===== config.mk =====
export PLATFORM = sky130hd
export DESIGN_NAME = mul_unit
export DESIGN_NICKNAME = d
export VERILOG_FILES = /design/src/verilog/ooo_issue_pkg.sv /design/src/verilog/rv32_alu_pkg.sv /design/src/verilog/mul_unit.sv
export SDC_FILE = /design/constraint.sdc
export NUM_CORES = 1
export LEC_CHECK = 0
export BUFFER_PORTS_ARGS = -buffer_cell sky130_fd_sc_hd__buf_4
export CAP_MARGIN = 40
export CELL_PAD_IN_SITES_DETAIL_PLACEMENT = 1
export CELL_PAD_IN_SITES_GLOBAL_PLACEMENT = 1
export CORE_ASPECT_RATIO = 1.75
export CORE_MARGIN = 1.5
export CORE_UTILIZATION = 48
export DETAILED_ROUTE_END_ITERATION = 12
export HOLD_SLACK_MARGIN = 0.05
export PLACE_DENSITY_LB_ADDON = 0.1
export SYNTH_ARGS = -nofsm -noshare
export SYNTH_HDL_FRONTEND = slang
export SYNTH_SLANG_ARGS = --single-unit

===== constraint.sdc =====
create_clock -name clk -period 8.1 [get_ports clk]
set_clock_uncertainty 0.15 [all_clocks]
set_input_delay 0 -clock clk [delete_from_list [all_inputs] [get_ports clk]]
set_output_delay 0 -clock clk [all_outputs]
set_load 0.02 [all_outputs]

===== src/verilog/ooo_issue_pkg.sv =====
package ooo_issue_pkg;

    // Physical tags name both a register file slot and a CDB producer
    localparam int TAG_W    = 5;
    localparam int NUM_TAGS = 1 << TAG_W;

    localparam int RS_SIZE    = 8;
    localparam int DISPATCH_W = 2;

    // One CDB per function unit
    localparam int NUM_CDB = 2;
    localparam int CDB_ALU = 0;
    localparam int CDB_MUL = 1;

    // Cycles from multiplier issue to its CDB pulse
    localparam int MUL_LATENCY = 3;

    typedef logic [TAG_W-1:0] tag_t;

    // Occupancy needs to reach RS_SIZE itself
    typedef logic [$clog2(RS_SIZE):0] rs_count_t;

    typedef enum logic {
        FU_ALU = 1'b0,
        FU_MUL = 1'b1
    } fu_class_t;

endpackage : ooo_issue_pkg


===== src/verilog/rv32_alu_pkg.sv =====
package rv32_alu_pkg;

    // Data path width of the execute units
    localparam int XLEN = 32;

    typedef logic [XLEN-1:0] word_t;

    // ALU function select, carried in every micro-op
    typedef enum logic [2:0] {
        OP_ADD = 3'd0,
        OP_SUB = 3'd1,
        OP_AND = 3'd2,
        OP_OR  = 3'd3,
        OP_XOR = 3'd4,
        OP_SLL = 3'd5,
        OP_SRL = 3'd6,
        OP_SLT = 3'd7
    } alu_op_t;

endpackage : rv32_alu_pkg

===== src/verilog/mul_unit.sv =====
`timescale 1ns/1ps

module mul_unit (
    input  logic                clk,
    input  logic                rst,
    input  logic                issue_valid,
    input  ooo_issue_pkg::tag_t issue_dst,
    input  rv32_alu_pkg::word_t issue_a,
    input  rv32_alu_pkg::word_t issue_b,
    output logic                cdb_valid,
    output ooo_issue_pkg::tag_t cdb_tag,
    output rv32_alu_pkg::word_t cdb_data
);

    // Stage 1 operands
    logic                s1_valid;
    ooo_issue_pkg::tag_t s1_tag;
    rv32_alu_pkg::word_t s1_a;
    rv32_alu_pkg::word_t s1_b;

    // Stage 2 partial products, the high by high term never reaches the low word
    logic                s2_valid;
    ooo_issue_pkg::tag_t s2_tag;
    logic [31:0]         s2_ll;
    logic [15:0]         s2_lh;
    logic [15:0]         s2_hl;

    always_ff @(posedge clk) begin
        if (rst) begin
            s1_valid  <= 1'b0;
            s2_valid  <= 1'b0;
            cdb_valid <= 1'b0;
        end else begin
            s1_valid  <= issue_valid;
            s2_valid  <= s1_valid;
            cdb_valid <= s2_valid;
        end
    end

    always_ff @(posedge clk) begin
        s1_tag <= issue_dst;
        s1_a   <= issue_a;
        s1_b   <= issue_b;

        s2_tag <= s1_tag;
        s2_ll  <= s1_a[15:0] * s1_b[15:0];
        s2_lh  <= 16'(s1_a[15:0] * s1_b[31:16]);
        s2_hl  <= 16'(s1_a[31:16] * s1_b[15:0]);

        // Cross terms only land in the upper half
        cdb_tag  <= s2_tag;
        cdb_data <= s2_ll + {s2_lh + s2_hl, 16'b0};
    end

endmodule : mul_unit


==> run_summary.xml <==
<?xml version="1.0" encoding="UTF-8"?>
<metrics>
  <group name="floorplanning">
    <metric name="core" unit="um2">43470</metric>
    <metric name="die_h" unit="um">281.1</metric>
    <metric name="design.portCount" unit="">110</metric>
    <metric name="placement_rows" unit="">101</metric>
    <metric name="dieWidth" unit="um">161.9</metric>
    <metric name="start_util" unit="%">48.79</metric>
    <metric name="die_area" unit="um2">45510</metric>
  </group>
  <group name="worst_setup_path">
    <metric name="worst_setup_path_startpoint" unit="">s1_b[1]</metric>
    <metric name="setup.worst_path.end_class" unit="">register</metric>
    <metric name="rrSetupSlack" unit="ps">1230</metric>
    <metric name="r2r_end" unit="">s2_ll[31]</metric>
    <metric name="worst-setup-path-type" unit="">register to register</metric>
    <metric name="reg2reg_depth" unit="">19</metric>
    <metric name="start_kind" unit="">register</metric>
    <metric name="critPathMaxFanout" unit="">21</metric>
    <metric name="cp_cell_sequence" unit="">nand2_1 -&gt; fa_1 -&gt; fa_1 -&gt; inv_1 -&gt; fa_1 -&gt; fa_1 -&gt; fa_1 -&gt; inv_1 -&gt; fa_1 -&gt; inv_1 -&gt; ha_1 -&gt; a21oi_1 -&gt; nand2_1 -&gt; o211ai_1 -&gt; nand3_1 -&gt; o311ai_1 -&gt; a41oi_1 -&gt; nor4_1 -&gt; a311oi_1</metric>
    <metric name="worstPathRequired" unit="ps">8280</metric>
    <metric name="worst_r2r_startpoint" unit="">s1_b[1]</metric>
    <metric name="crit_path_top_delay_cell" unit="">sky130_fd_sc_hd__dfxtp_1</metric>
    <metric name="worst_path_largest_cell_delay" unit="ps">940</metric>
    <metric name="arrival" unit="ps">7040</metric>
    <metric name="critPathMostFrequentCell" unit="">sky130_fd_sc_hd__fa_1</metric>
  </group>
  <group name="global_routing">
    <metric name="global_route.peak_usage_layer" unit="">met2</metric>
    <metric name="grt_start_max_net_pins" unit="">22</metric>
    <metric name="groute.layer.met1.usage" unit="%">29.71</metric>
    <metric name="grt.total_usage" unit="%">30.20</metric>
    <metric name="initial_antenna_violation_count" unit="">2</metric>
    <metric name="globalRouteMet2Util" unit="%">60.04</metric>
    <metric name="globalRouteOverflowTotal" unit="">0</metric>
    <metric name="use_met3" unit="%">3.070</metric>
    <metric name="grt_first_pass_wirelength" unit="mm">102.8</metric>
    <metric name="grt_pass1_vias" unit="">19360</metric>
  </group>
  <group name="timing">
    <metric name="max_freq" unit="MHz">145.7</metric>
    <metric name="period_share" unit="%">84.76</metric>
    <metric name="setup_viol" unit="">0</metric>
    <metric name="setup_tns" unit="ps">0</metric>
    <metric name="hold_viol" unit="">0</metric>
    <metric name="final.min_clock_period" unit="ps">6865</metric>
    <metric name="maxSlewViolCount" unit="">0</metric>
    <metric name="worst_pin_slew" unit="ps">975.0</metric>
    <metric name="setup_repair_after_global_routing_missed_its_margin" unit="">no</metric>
    <metric name="timing.max_slew.rel_slack" unit="%">34.91</metric>
  </group>
  <group name="synth">
    <metric name="warnings_synthesis" unit="">0</metric>
    <metric name="synth_top_area_share" unit="%">33.60</metric>
    <metric name="synth_largest_area_cell" unit="">sky130_fd_sc_hd__fa_1</metric>
    <metric name="yosys_most_used_dff" unit="">sky130_fd_sc_hd__dfxtp_1</metric>
    <metric name="post_synth_inst_count" unit="">2289</metric>
    <metric name="postSynthNetCount" unit="">2949</metric>
    <metric name="synth_top_cells_by_area" unit="">sky130_fd_sc_hd__fa_1 (34%), sky130_fd_sc_hd__dfxtp_1 (17%), sky130_fd_sc_hd__ha_1 (14%)</metric>
    <metric name="async_flop_share" unit="%">0</metric>
    <metric name="synth_enable_flop_cells" unit="">0</metric>
    <metric name="synth.ff_latch_count" unit="">178</metric>
    <metric name="post_synth.cell_area_avg" unit="um2">9.266</metric>
    <metric name="synth_area" unit="um2">21210</metric>
    <metric name="synth.yosys.seq_area_share" unit="%">16.80</metric>
    <metric name="netlist-cell-type-count" unit="">55</metric>
  </group>
  <group name="route">
    <metric name="ant_nets" unit="">0</metric>
    <metric name="route.final.wire_length" unit="mm">64.75</metric>
    <metric name="drc" unit="">0</metric>
    <metric name="routed_wire_length_per_instance" unit="um">21.08</metric>
    <metric name="drtIter0Drc" unit="">615</metric>
    <metric name="routed_vias_inst" unit="">5.278</metric>
    <metric name="num_vias" unit="">16210</metric>
    <metric name="drtPass1Iterations" unit="">5</metric>
  </group>
  <group name="clock_network">
    <metric name="cts-root-buf" unit="">sky130_fd_sc_hd__clkbuf_16</metric>
    <metric name="clock_latency_on_the_worst_skew_pair" unit="ps">470</metric>
    <metric name="cts.sink_count" unit="">178</metric>
    <metric name="cts_setup_buffers" unit="">0</metric>
    <metric name="tritoncts" unit="">yes</metric>
    <metric name="worst_setup_hold_path_clk_slew" unit="ps">90</metric>
    <metric name="htreeDepth" unit="">4</metric>
    <metric name="max-clock-path-buffers" unit="">2</metric>
    <metric name="tritoncts_buffer_count" unit="">17</metric>
  </group>
  <group name="cells_and_area">
    <metric name="fill_cells" unit="">4929</metric>
    <metric name="layout.nets" unit="">3152</metric>
    <metric name="post_synthesis_to_final_layout_area_growth" unit="%">15.87</metric>
    <metric name="post_route_cells_drive_above_1_share" unit="%">7.505</metric>
  </group>
  <group name="place">
    <metric name="placement.io_buffers" unit="">109</metric>
    <metric name="detailed_place_hpwl" unit="mm">50.13</metric>
    <metric name="placer_s_final_routability_congestion_estimate" unit="">0.8713</metric>
  </group>
  <group name="outcome">
    <metric name="outcome" unit="">finished, final reports clean</metric>
  </group>
  <group name="hold_path">
    <metric name="hold_path_depth" unit="">2</metric>
    <metric name="worst_hold_path.endpoint" unit="">s1_a[10]</metric>
    <metric name="min_path_type" unit="">input pin to register</metric>
    <metric name="worstHoldStart" unit="">issue_a[10]</metric>
  </group>
  <group name="job">
    <metric name="max_cap_viol_count" unit="">0</metric>
  </group>
</metrics>
==> cells in the final DEF, fill, tap and decap left out, drive strengths merged, types with 51 or more instances in the layout <==
master / Yosys / layout
ha: 232 / 232
nand2: 340 / 340
inv: 479 / 486
buf: 0 / 141
and2: 215 / 215
xnor2: 93 / 93
a21oi: 51 / 51
dfxtp: 178 / 178
dlygate4sd3: 0 / 131
fa: 356 / 356
==> synthesized netlist by cell type (3+ instances only) <==
cell,number
sky130_fd_sc_hd__a41oi_1,4
sky130_fd_sc_hd__xor2_1,37
sky130_fd_sc_hd__xnor2_1,93
sky130_fd_sc_hd__a211oi_1,5
sky130_fd_sc_hd__nand2_1,340
sky130_fd_sc_hd__a21oi_1,48
sky130_fd_sc_hd__nand2b_1,5
sky130_fd_sc_hd__nor2_1,29
sky130_fd_sc_hd__or3_1,8
sky130_fd_sc_hd__o21a_1,4
sky130_fd_sc_hd__nor4_1,4
sky130_fd_sc_hd__nand4b_1,3
sky130_fd_sc_hd__and2_1,215
sky130_fd_sc_hd__nand3_1,22
sky130_fd_sc_hd__inv_1,479
sky130_fd_sc_hd__nor2b_1,15
sky130_fd_sc_hd__o21ai_1,15
sky130_fd_sc_hd__and3_1,5
sky130_fd_sc_hd__a21o_1,20
sky130_fd_sc_hd__ha_1,232
sky130_fd_sc_hd__o31ai_1,4
sky130_fd_sc_hd__nor3_1,13
sky130_fd_sc_hd__dfxtp_1,178
sky130_fd_sc_hd__o21ai_0,12
sky130_fd_sc_hd__o211ai_1,4
sky130_fd_sc_hd__clkbuf_1,88
sky130_fd_sc_hd__o21bai_1,10
sky130_fd_sc_hd__a311oi_1,5
sky130_fd_sc_hd__fa_1,356
==> metrics by stage <==
stage                     hold slack (ps)  worst slack [ps]  std cells  area, um2  utilization (%)
after floorplan                    -122.3              1936       2289      21210                -
after CTS                           50.75              1254       3070      24560            56.50
after global routing                61.89             969.6       3072      24580            56.53
after global placement             -45.80              1348       2906      22630            52.06
after detailed placement           -44.34              1287       2908      22670            52.16
final                               44.90              1235       3072      24580            56.53
==> registers in the layout, summed over array words and instances, names as in the netlist <==
register   count
cdb_tag        5
s2_tag         5
s2_hl         16
s2_valid       1
cdb_data      32
s1_b          32
cdb_valid      1
s1_tag         5
s2_lh         16
s2_ll         32
s1_valid       1
s1_a          32
==> logic make-up after synthesis <==
group	count (synthesis)	synth area share, %
adders and majority gates	588	47.29
buffers and inverters	567	10.03
and+or+nand+nor	671	15.39
AOI/OAI and AO/OA	154	5.014
xor gates and xnor gates	131	5.474
DFF	178	16.80
==> worst max-delay path: cells and delay by family, from the launching register on <==
family | cells | cell delay, ps
fa+ha+maj | 7 | 3420
compound gates | 5 | 1200
flops | 1 | 940
simple gates | 4 | 840
buf+inv | 3 | 150
==> worst max-delay path by stage <==
stage | endpoint | slack (ps) | cells after the start
floorplan | s2_ll[30] | 1940 | 21
global placement | s2_ll[30] | 1350 | 20
detailed placement | s2_ll[31] | 1290 | 19
CTS | s2_ll[31] | 1250 | 19
global route | s2_ll[31] | 970 | 19
finish | s2_ll[31] | 1230 | 19
==> final cells by class <==
type | count | area (um2) | share of cell area (%)
Antenna cell | 1 | 2.502 | 0.01018
Clock buffer | 19 | 452.9 | 1.843
Clock inverter | 13 | 135.1 | 0.5498
Inverter | 479 | 1798 | 7.316
Multi-Input combinational cell | 1544 | 15520 | 63.15
Sequential cell | 178 | 3563 | 14.50
Tap cell | 566 | 708.2 | 2.882
Timing Repair Buffer | 272 | 2397 | 9.755
==> repair_timing <==
action | 4_1_cts | 5_1_grt
hold endpoints to repair | 72 | 1
resized for setup | 0 | 0
hold buffers | 130 | 1
==> layer usage <==
metal  share of wire, %  wire length [um]
met5                  0                 0
met1                 35             22760
met3                2.9              1891
met4                5.7              3684
met2                 56             36420
Power is not shown: default switching activity piles up to over one toggle a cycle in this logic, so the estimate is an artifact.
