[config.mk]
export PLATFORM = sky130hd
export DESIGN_NAME = reservation_table
export DESIGN_NICKNAME = d
export VERILOG_FILES = /design/src/verilog/ooo_issue_pkg.sv /design/src/verilog/rv32_alu_pkg.sv /design/src/verilog/reservation_table.sv
export SDC_FILE = /design/constraint.sdc
export NUM_CORES = 1
export LEC_CHECK = 0
export BUFFER_PORTS_ARGS = -buffer_cell sky130_fd_sc_hd__buf_2
export CORE_ASPECT_RATIO = 0.7
export CORE_MARGIN = 10
export CORE_UTILIZATION = 45
export CTS_BUF_LIST = sky130_fd_sc_hd__clkbuf_4 sky130_fd_sc_hd__clkbuf_8
export CTS_CLUSTER_DIAMETER = 100
export DETAILED_ROUTE_END_ITERATION = 8
export PLACE_DENSITY = 0.69
export RECOVER_POWER = 25
export SYNTH_ARGS = -nofsm -noshare
export SYNTH_HDL_FRONTEND = slang
export SYNTH_SLANG_ARGS = --single-unit
[constraint.sdc]
create_clock -name clk -period 4.7 [get_ports clk]
set_input_delay 0.235 -clock clk [delete_from_list [all_inputs] [get_ports clk]]
set_output_delay 0.235 -clock clk [all_outputs]
set_load 0.005 [all_outputs]
[src/verilog/ooo_issue_pkg.sv]
package ooo_issue_pkg;

    // Physical tags name both a register file slot and a CDB producer
    localparam int TAG_W    = 5;
    localparam int NUM_TAGS = 1 << TAG_W;

    localparam int RS_SIZE    = 8;
    localparam int DISPATCH_W = 2;

    // One CDB per function unit
    localparam int NUM_CDB = 2;
    localparam int CDB_ALU = 0;
    localparam int CDB_MUL = 1;

    // Cycles from multiplier issue to its CDB pulse
    localparam int MUL_LATENCY = 3;

    typedef logic [TAG_W-1:0] tag_t;

    // Occupancy needs to reach RS_SIZE itself
    typedef logic [$clog2(RS_SIZE):0] rs_count_t;

    typedef enum logic {
        FU_ALU = 1'b0,
        FU_MUL = 1'b1
    } fu_class_t;

endpackage : ooo_issue_pkg

[src/verilog/rv32_alu_pkg.sv]
package rv32_alu_pkg;

    // Data path width of the execute units
    localparam int XLEN = 32;

    typedef logic [XLEN-1:0] word_t;

    // ALU function select, carried in every micro-op
    typedef enum logic [2:0] {
        OP_ADD = 3'd0,
        OP_SUB = 3'd1,
        OP_AND = 3'd2,
        OP_OR  = 3'd3,
        OP_XOR = 3'd4,
        OP_SLL = 3'd5,
        OP_SRL = 3'd6,
        OP_SLT = 3'd7
    } alu_op_t;

endpackage : rv32_alu_pkg
[src/verilog/reservation_table.sv]
`timescale 1ns/1ps

module reservation_table #(
    parameter ooo_issue_pkg::fu_class_t TABLE_TYPE = ooo_issue_pkg::FU_ALU
) (
    input  logic                      clk,
    input  logic                      rst,
    input  logic                      dispatch_valid,
    input  logic                      disp_en       [ooo_issue_pkg::DISPATCH_W],
    input  ooo_issue_pkg::fu_class_t  disp_class    [ooo_issue_pkg::DISPATCH_W],
    input  rv32_alu_pkg::alu_op_t     disp_op       [ooo_issue_pkg::DISPATCH_W],
    input  ooo_issue_pkg::tag_t       disp_src1     [ooo_issue_pkg::DISPATCH_W],
    input  logic                      disp_src1_rdy [ooo_issue_pkg::DISPATCH_W],
    input  ooo_issue_pkg::tag_t       disp_src2     [ooo_issue_pkg::DISPATCH_W],
    input  logic                      disp_src2_rdy [ooo_issue_pkg::DISPATCH_W],
    input  ooo_issue_pkg::tag_t       disp_dst      [ooo_issue_pkg::DISPATCH_W],
    input  logic                      cdb_valid     [ooo_issue_pkg::NUM_CDB],
    input  ooo_issue_pkg::tag_t       cdb_tag       [ooo_issue_pkg::NUM_CDB],
    input  logic                      fu_ready,
    input  rv32_alu_pkg::word_t       rd_data1,
    input  rv32_alu_pkg::word_t       rd_data2,
    output logic                      table_full,
    output ooo_issue_pkg::tag_t       rd_tag1,
    output ooo_issue_pkg::tag_t       rd_tag2,
    output logic                      issue_valid,
    output rv32_alu_pkg::alu_op_t     issue_op,
    output ooo_issue_pkg::tag_t       issue_dst,
    output rv32_alu_pkg::word_t       issue_a,
    output rv32_alu_pkg::word_t       issue_b
);

    typedef logic [$clog2(ooo_issue_pkg::RS_SIZE)-1:0] rs_idx_t;

    // Entry state
    logic                  ent_full [ooo_issue_pkg::RS_SIZE];
    logic                  ent_met1 [ooo_issue_pkg::RS_SIZE];
    logic                  ent_met2 [ooo_issue_pkg::RS_SIZE];
    rv32_alu_pkg::alu_op_t ent_op   [ooo_issue_pkg::RS_SIZE];
    ooo_issue_pkg::tag_t   ent_src1 [ooo_issue_pkg::RS_SIZE];
    ooo_issue_pkg::tag_t   ent_src2 [ooo_issue_pkg::RS_SIZE];
    ooo_issue_pkg::tag_t   ent_dst  [ooo_issue_pkg::RS_SIZE];

    logic                     lane_ok   [ooo_issue_pkg::DISPATCH_W];
    rs_idx_t                  lane_slot [ooo_issue_pkg::DISPATCH_W];
    logic [ooo_issue_pkg::RS_SIZE-1:0] claimed;

    logic                     issue_any;
    logic                     issue_go;
    rs_idx_t                  issue_sel;
    ooo_issue_pkg::rs_count_t occupancy;

    // True when any CDB broadcasts this tag in the current cycle
    function automatic logic cdb_hit(input ooo_issue_pkg::tag_t tag);
        logic hit;
        hit = 1'b0;
        for (int k = 0; k < ooo_issue_pkg::NUM_CDB; k++) begin
            if (cdb_valid[k] && cdb_tag[k] == tag) begin
                hit = 1'b1;
            end
        end
        return hit;
    endfunction

    // Each accepted lane of our class claims the lowest entry still free
    always_comb begin
        claimed = '0;
        for (int i = 0; i < ooo_issue_pkg::DISPATCH_W; i++) begin
            lane_ok[i]   = 1'b0;
            lane_slot[i] = '0;
            if (dispatch_valid && disp_en[i] && disp_class[i] == TABLE_TYPE) begin
                for (int j = 0; j < ooo_issue_pkg::RS_SIZE; j++) begin
                    if (!ent_full[j] && !claimed[j] && !lane_ok[i]) begin
                        lane_ok[i]   = 1'b1;
                        lane_slot[i] = rs_idx_t'(j);
                        claimed[j]   = 1'b1;
                    end
                end
            end
        end
    end

    // Lowest index with both sources met wins issue
    always_comb begin
        issue_any = 1'b0;
        issue_sel = '0;
        for (int j = ooo_issue_pkg::RS_SIZE - 1; j >= 0; j--) begin
            if (ent_full[j] && ent_met1[j] && ent_met2[j]) begin
                issue_any = 1'b1;
                issue_sel = rs_idx_t'(j);
            end
        end
    end

    assign issue_go = issue_any && fu_ready;
    assign rd_tag1  = ent_src1[issue_sel];
    assign rd_tag2  = ent_src2[issue_sel];

    always_comb begin
        occupancy = '0;
        for (int j = 0; j < ooo_issue_pkg::RS_SIZE; j++) begin
            occupancy = occupancy + ooo_issue_pkg::rs_count_t'(ent_full[j]);
        end
    end

    // Leaves room for one whole dispatch group
    assign table_full = occupancy >=
        ooo_issue_pkg::rs_count_t'(ooo_issue_pkg::RS_SIZE - ooo_issue_pkg::DISPATCH_W);

    always_ff @(posedge clk) begin
        if (rst) begin
            issue_valid <= 1'b0;
            for (int j = 0; j < ooo_issue_pkg::RS_SIZE; j++) begin
                ent_full[j] <= 1'b0;
                ent_met1[j] <= 1'b0;
                ent_met2[j] <= 1'b0;
            end
        end else begin
            issue_valid <= issue_go;
            // Wakeup of waiting sources
            for (int j = 0; j < ooo_issue_pkg::RS_SIZE; j++) begin
                if (cdb_hit(ent_src1[j])) begin
                    ent_met1[j] <= 1'b1;
                end
                if (cdb_hit(ent_src2[j])) begin
                    ent_met2[j] <= 1'b1;
                end
            end
            // New entries also catch a broadcast in their dispatch cycle
            for (int i = 0; i < ooo_issue_pkg::DISPATCH_W; i++) begin
                if (lane_ok[i]) begin
                    ent_full[lane_slot[i]] <= 1'b1;
                    ent_met1[lane_slot[i]] <= disp_src1_rdy[i] || cdb_hit(disp_src1[i]);
                    ent_met2[lane_slot[i]] <= disp_src2_rdy[i] || cdb_hit(disp_src2[i]);
                end
            end
            if (issue_go) begin
                ent_full[issue_sel] <= 1'b0;
            end
        end
    end

    // Payload of entries and of the unit input register
    always_ff @(posedge clk) begin
        for (int i = 0; i < ooo_issue_pkg::DISPATCH_W; i++) begin
            if (lane_ok[i]) begin
                ent_op[lane_slot[i]]   <= disp_op[i];
                ent_src1[lane_slot[i]] <= disp_src1[i];
                ent_src2[lane_slot[i]] <= disp_src2[i];
                ent_dst[lane_slot[i]]  <= disp_dst[i];
            end
        end
        if (issue_go) begin
            issue_op  <= ent_op[issue_sel];
            issue_dst <= ent_dst[issue_sel];
            issue_a   <= rd_data1;
            issue_b   <= rd_data2;
        end
    end

endmodule : reservation_table

==> flow_metrics.py, run 1 <==
metrics = {
    "clock_network": {
        "clock_latency_ps": 580,
        "cts-root-buf": "clkbuf_8",
        "cts_made_buffers": 39,
        "clock_tree.buffer_depth": 3,
        "cts_sinks": 241,
        "ctsHoldBuffers": 64,
        "cts_resized": 0,
        "cts_setup_buffers": 0,
        "cts_tree": "done",
        "htreeDepth": 2,
        "clk_pin_slew_ps": 70,
    },
    "sta": {
        "clock.fmax_mhz": 248,
        "setup_viol": 0,
        "hold_viol": 0,
        "min_period_ps": 4030,
        "worstMarginPinSlew_ps": 1230,
        "finClkSkew_ps": 34.4,
        "max_slew_margin_pct": 17.8,
        "drv_slew": 0,
        "holdWs_ps": 74.6,
        "tns_ps": 0,
        "rsz0062_at_grt": "no",
        "fin_crit_sh_pct": 85.7,
    },
    "synthesis": {
        "syn_inst": 1127,
        "yosysSeqAreaShare_pct": 50.9,
        "synthArstFlopShare_pct": 0,
        "synth_fp_nets": 1258,
        "netlist_area_um2": 13800,
        "ys_top_cells_by_count": "edfxtp_1 (222), xor2_1 (161), mux2_2 (144)",
        "synth_top_area_share_pct": 48.1,
        "synthSimpleGateAreaFrac_pct": 7.86,
        "synth-edff-count": 222,
        "synth_area_leaders": "edfxtp_1 (48%), mux2_2 (12%), xor2_1 (10%), dfxtp_1 (2.7%), xnor2_1 (2.7%)",
        "ys.flop_type": "edfxtp_1",
        "yosysTopAreaCell": "edfxtp_1",
        "synth_top_family_by_area": "multiplexers",
        "ys_types": 67,
        "synthAdderAreaFrac_pct": 0.849,
        "muxShareOfSynthArea_pct": 13.7,
        "syn_area_per_cell_um2": 12.3,
        "yosysMostFrequentCell": "edfxtp_1",
        "synth_xor_area_share_pct": 12.8,
        "synth-seq-cells": 241,
        "synth_warnings": 0,
        "synth_compound_area_share_pct": 10.5,
    },
    "hold_path": {
        "hold_path_class": "in -> reg",
        "hp-start": "disp_dst[7]",
        "holdPathStages": 2,
        "hold_end": "ent_dst[7][2]",
    },
    "route": {
        "dr.first_iter.drc_count": 1459,
        "vias_per_cell": 6.07,
        "dr.pass1.iters": 6,
        "wl_per_cell_um": 26.2,
        "ant_nets": 0,
        "routed_wl_mm": 47.1,
        "vias": 10900,
        "drc": 0,
    },
    "setup_path": {
        "crit_chain": "fa_1 > inv_1 > fa_1 > fa_1 > inv_1 > ha_1 > fa_1 > xor2_1 > a22o_1 > buf_2",
        "cp_max_fo": 13,
        "cp.arrival_ps": 3790,
        "critPathLaunch": "ent_full[4]",
        "cp.required_ps": 4470,
        "path_common_cell": "fa_1",
        "critical_path_class": "reg -> out",
        "critPathLaunchType": "flop",
        "cp_slowest_cell": "dfxtp_1",
        "reg2reg_to": "ent_dst[4][2]",
        "regToRegSetupSlack_ps": 890,
        "max_stage_delay_ps": 610,
        "rr_worst_depth": 6,
        "r2r_start": "ent_full[1]",
        "critPathCaptureType": "primary output",
    },
    "final_layout": {
        "fin_nets": 1492,
        "drive_gt1_share_pct": 28.2,
        "syn2layout_area_growth_pct": 19.4,
        "n_antenna_cell": 0,
    },
    "grt": {
        "grt-ovfl-total": 0,
        "antenna_found_initial": 1,
        "grt_max_degree": 39,
        "grt_pass1_vias": 10900,
        "grt_pass1_wl_mm": 70.3,
        "grtUsageTotal_pct": 23.7,
    },
    "floorplanning": {
        "io_pins": 208,
        "rows": 53,
        "dieArea_um2": 38300,
        "initial_core_util_pct": 45.9,
        "die_h_um": 167,
        "fp.dieW_um": 230,
        "core_area_um2": 30200,
    },
    "place": {
        "gp_congestion": 0.956,
        "hpwlAfterDp_mm": 31.4,
        "port_buffers": 207,
    },
    "pwr": {
        "pwr-share-comb_pct": 10.6,
        "p_sw_w": 0.00119,
        "p_leak_nw": 5.99,
        "p_per_area_nw_per_um2": 287,
        "p_sw_share_pct": 25.1,
        "ir_worst_vdd_v": 0.000245,
        "p_seq_share_pct": 50.5,
        "p_int_w": 0.00356,
        "clkPwrFrac_pct": 38.9,
    },
    "flow_run": {
        "maxCapViolations": 0,
    },
    "status": {
        "status": "finished clean",
    },
}
## area by class of cell
class	instances	area, um2
flip-flops and latches	241	7050
well taps	412	515
fillers	2618	13600
clock inverters	16	101
multi-input cells	775	6400
clock buffers	54	656
inverters	10	37.5
repair buffers	294	1770
## worst max-delay path by stage
stage	to
2_1_floorplan	issue_a[0]
3_3_place_gp	ent_src1[4][2]
3_5_place_dp	ent_src1[4][0]
4_1_cts	table_full
5_1_grt	table_full
6_report	table_full
## logic make-up after synthesis
family | count (synthesis)
AOI/OAI and AO/OA | 193
xor gates and xnor gates | 203
adders and majority gates | 7
buffers and inverters | 111
DFF | 241
muxes | 171
and+or+nand+nor | 201
## worst max-delay path: cells and delay by family, from the launching register on
kind / cells / cell delay, ps
compound gates: 1 / 180
xor+xnor: 1 / 150
fa+ha+maj: 5 / 2040
buf+inv: 3 / 240
flops: 1 / 610
## flip-flops by register name, indices dropped and copies added, names as in the netlist
name / count
ent_op: 24
ent_full: 8
issue_valid: 1
ent_dst: 40
ent_src2: 40
ent_met1: 8
issue_a: 32
issue_op: 3
ent_met2: 8
issue_b: 32
issue_dst: 5
ent_src1: 40
## metal layers
| layer | vias to the layer above | share of wire [%] | GRT usage (%) |
|---|---|---|---|
| li1 | 4753 | - | - |
| met1 | 5461 | 42 | 33.0 |
| met2 | 623 | 45 | 36.4 |
| met3 | 94 | 10 | 5.89 |
| met4 | 0 | 2.3 | 5.80 |
| met5 | - | 0 | 0 |
## power groups by stage
| stage | Sequential [W] | Clock [W] | Combinational [W] |
|---|---|---|---|
| finish | 0.00240 | 0.00185 | 0.000503 |
| CTS | 0.00240 | 0.00187 | 0.000493 |
| detailed placement | 0.00244 | 0 | 0.000447 |
| floorplan | 0.00243 | 0 | 0.000289 |
| global placement | 0.00244 | 0 | 0.000436 |
| global route | 0.00240 | 0.00197 | 0.000536 |
## metrics by stage
stage	util [%]	worst slack, ps	cells	power [W]	cell area (um2)
detailed placement	50.5	968	1668	0.00289	15200
CTS	55.1	649	1802	0.00476	16600
global route	54.8	442	1802	0.00490	16500
global placement	50.5	1060	1668	0.00288	15200
finish	54.8	671	1802	0.00475	16500
floorplan	-	85.8	1127	0.00272	13800
## placed cells by master, fill, tap and decap left out, drive strengths merged, types with 10 or more instances in the layout
master,count
o221ai,11
nor3,13
o22ai,10
clkinv,13
mux2i,27
a221oi,11
a21oi,28
nand2,40
nor4,43
nand3,18
a22oi,28
mux2,144
o2bb2ai,10
buf,160
dlygate4sd3,64
clkbuf,124
nor2,30
a31oi,12
dfxtp,19
xor2,161
and3,18
edfxtp,222
o21ai,18
xnor2,42
Power figures use the tool's default switching activity.
==> inputs of run 2 (changes only) <==
Settings changed: CELL_PAD_IN_SITES_DETAIL_PLACEMENT set to 1, CELL_PAD_IN_SITES_GLOBAL_PLACEMENT set to 1, CORE_UTILIZATION 45 to 43, PLACE_DENSITY 0.69 to 0.79.
==> run 2 against run 1 <==
Effect of this change: combinational power up 5.2%; critical path depth stayed put; flip-flop and latch count unchanged; die area grew 4.2%; count of clock-buffer cells in the layout up 2; global-route usage is 3.6 points higher; total power grew 1.8%.
==> flow_metrics.py, run 2 (synthesized netlist as in run 1, its figures left out) <==
metrics = {
    "setup_path": {
        "crit_chain": "fa_1 > inv_1 > fa_1 > fa_1 > inv_1 > ha_1 > fa_1 > xor2_1 > a22o_1 > buf_2",
        "max_stage_delay_ps": 630,
        "cp.required_ps": 4470,
        "cp_max_fo": 11,
        "crit_family": "adder cells",
        "critical_path_class": "reg -> out",
        "cp.arrival_ps": 3830,
        "cp_slowest_cell": "dfxtp_1",
        "cp_num_buf_inv": 3,
        "critPathLaunchType": "flop",
        "path_common_cell": "fa_1",
        "critPathCaptureType": "primary output",
    },
    "route": {
        "m1WireLength_mm": 21.6,
        "dr.pass1.iters": 5,
        "drc": 0,
        "ant_nets": 0,
        "vias_per_cell": 6.18,
        "met3_length_mm": 5.86,
        "vias": 11200,
        "routed_wl_mm": 55.9,
        "wl_per_cell_um": 30.8,
        "dr.first_iter.drc_count": 1272,
        "met2_length_mm": 25.8,
        "highest_layer": "met4",
    },
    "sta": {
        "max_slew_margin_pct": 9.36,
        "hold_viol": 0,
        "finClkSkew_ps": 60.6,
        "tns_ps": 0,
        "setup_viol": 0,
        "rsz0062_at_grt": "no",
        "fin_crit_sh_pct": 86.6,
        "worstMarginPinSlew_ps": 1350,
        "drv_slew": 0,
        "clock.fmax_mhz": 246,
        "min_period_ps": 4070,
    },
    "floorplanning": {
        "rows": 54,
        "dieArea_um2": 39900,
        "core_area_um2": 31500,
        "initial_core_util_pct": 44.0,
        "io_pins": 208,
        "fp.dieW_um": 234,
        "die_h_um": 170,
    },
    "final_layout": {
        "utilization_pct": 52.6,
        "final_area_um2": 16600,
        "syn2layout_area_growth_pct": 19.6,
        "fillers": 3372,
        "final_cell_mix": "edfxtp_1 (222), xor2_1 (161), mux2_2 (144), buf_2 (127), clkbuf_1 (79)",
        "drive_gt1_share_pct": 27.5,
        "final_common_cell": "edfxtp_1",
        "fin_nets": 1498,
        "fin_cells": 1816,
    },
    "clock_network": {
        "htreeDepth": 2,
        "cts-root-buf": "clkbuf_8",
        "clk_pin_slew_ps": 80,
        "cts_made_buffers": 40,
        "cts_sinks": 241,
        "ctsHoldBuffers": 64,
        "clock_tree.buffer_depth": 3,
        "cts_tree": "done",
        "cts_setup_buffers": 0,
        "cts_resized": 0,
        "clock_latency_ps": 600,
    },
    "grt": {
        "grt-ovfl-total": 0,
        "grtUsageTotal_pct": 27.3,
        "antenna_found_initial": 2,
        "grt_pass1_wl_mm": 80.9,
        "grt_pass1_vias": 12000,
        "grt_max_degree": 36,
    },
    "pwr": {
        "p_leak_nw": 5.97,
        "ir_worst_vdd_v": 0.000179,
        "p_per_area_nw_per_um2": 292,
    },
    "place": {
        "hpwlAfterDp_mm": 34.7,
        "dpl_cell_area_um2": 15300,
        "port_buffers": 207,
        "gp_congestion": 0.920,
        "dpl.cell_count": 1681,
    },
    "status": {
        "status": "finished clean",
    },
    "flow_run": {
        "maxCapViolations": 0,
    },
    "hold_path": {
        "hold_path_class": "in -> reg",
    },
}
==> run 2: cell count changes in the layout (fill, tap and decap cells not counted), sizes merged <==
cell	previous run	this run
diode	0	2
clkbuf	124	135
bufinv	1	0
clkinvlp	3	0
inv	9	10
buf	160	156
==> run 2: final cells by class <==
| cell class | instances | area (um2) | share of cell area, % |
|---|---|---|---|
| Antenna cell | 2 | 5.00 | 0.0302 |
| Clock buffer | 56 | 683 | 4.13 |
| Clock inverter | 13 | 55.1 | 0.332 |
| Inverter | 10 | 37.5 | 0.227 |
| Multi-Input combinational cell | 775 | 6410 | 38.7 |
| Sequential cell | 241 | 7050 | 42.6 |
| Tap cell | 420 | 526 | 3.17 |
| Timing Repair Buffer | 299 | 1800 | 10.9 |
==> run 2: metrics by stage <==
step / hold slack [ps] / worst slack (ps) / total power (W)
floorplan: 334 / 85.8 / 0.00272
global placement: 411 / 1170 / 0.00289
finish: 70.0 / 631 / 0.00484
CTS: 49.1 / 627 / 0.00474
detailed placement: 413 / 962 / 0.00291
global route: 76.6 / 451 / 0.00497
==> run 2: where the power goes <==
part	switching (W)	internal, W
Combinational	0.000304	0.000225
Sequential	0.0000296	0.00237
Clock	0.000969	0.000935
Total	0.00130	0.00353
==> run 2: final timing paths <==
kind	depth (start not counted)	endpoint	from	slack [ps]
worst max-delay path	10	table_full	ent_full[6]	630
worst min-delay path	2	ent_dst[2][1]	disp_dst[6]	70
worst max register to register	5	ent_op[7][0]	ent_full[0]	850
worst min register to register	2	issue_op[0]	ent_op[7][0]	660
==> run 2: layer usage <==
layer,track usage [%],vias to the layer above
met5,0,-
met4,12.5,0
li1,-,4750
met1,35.0,5664
met3,6.10,140
met2,43.4,676
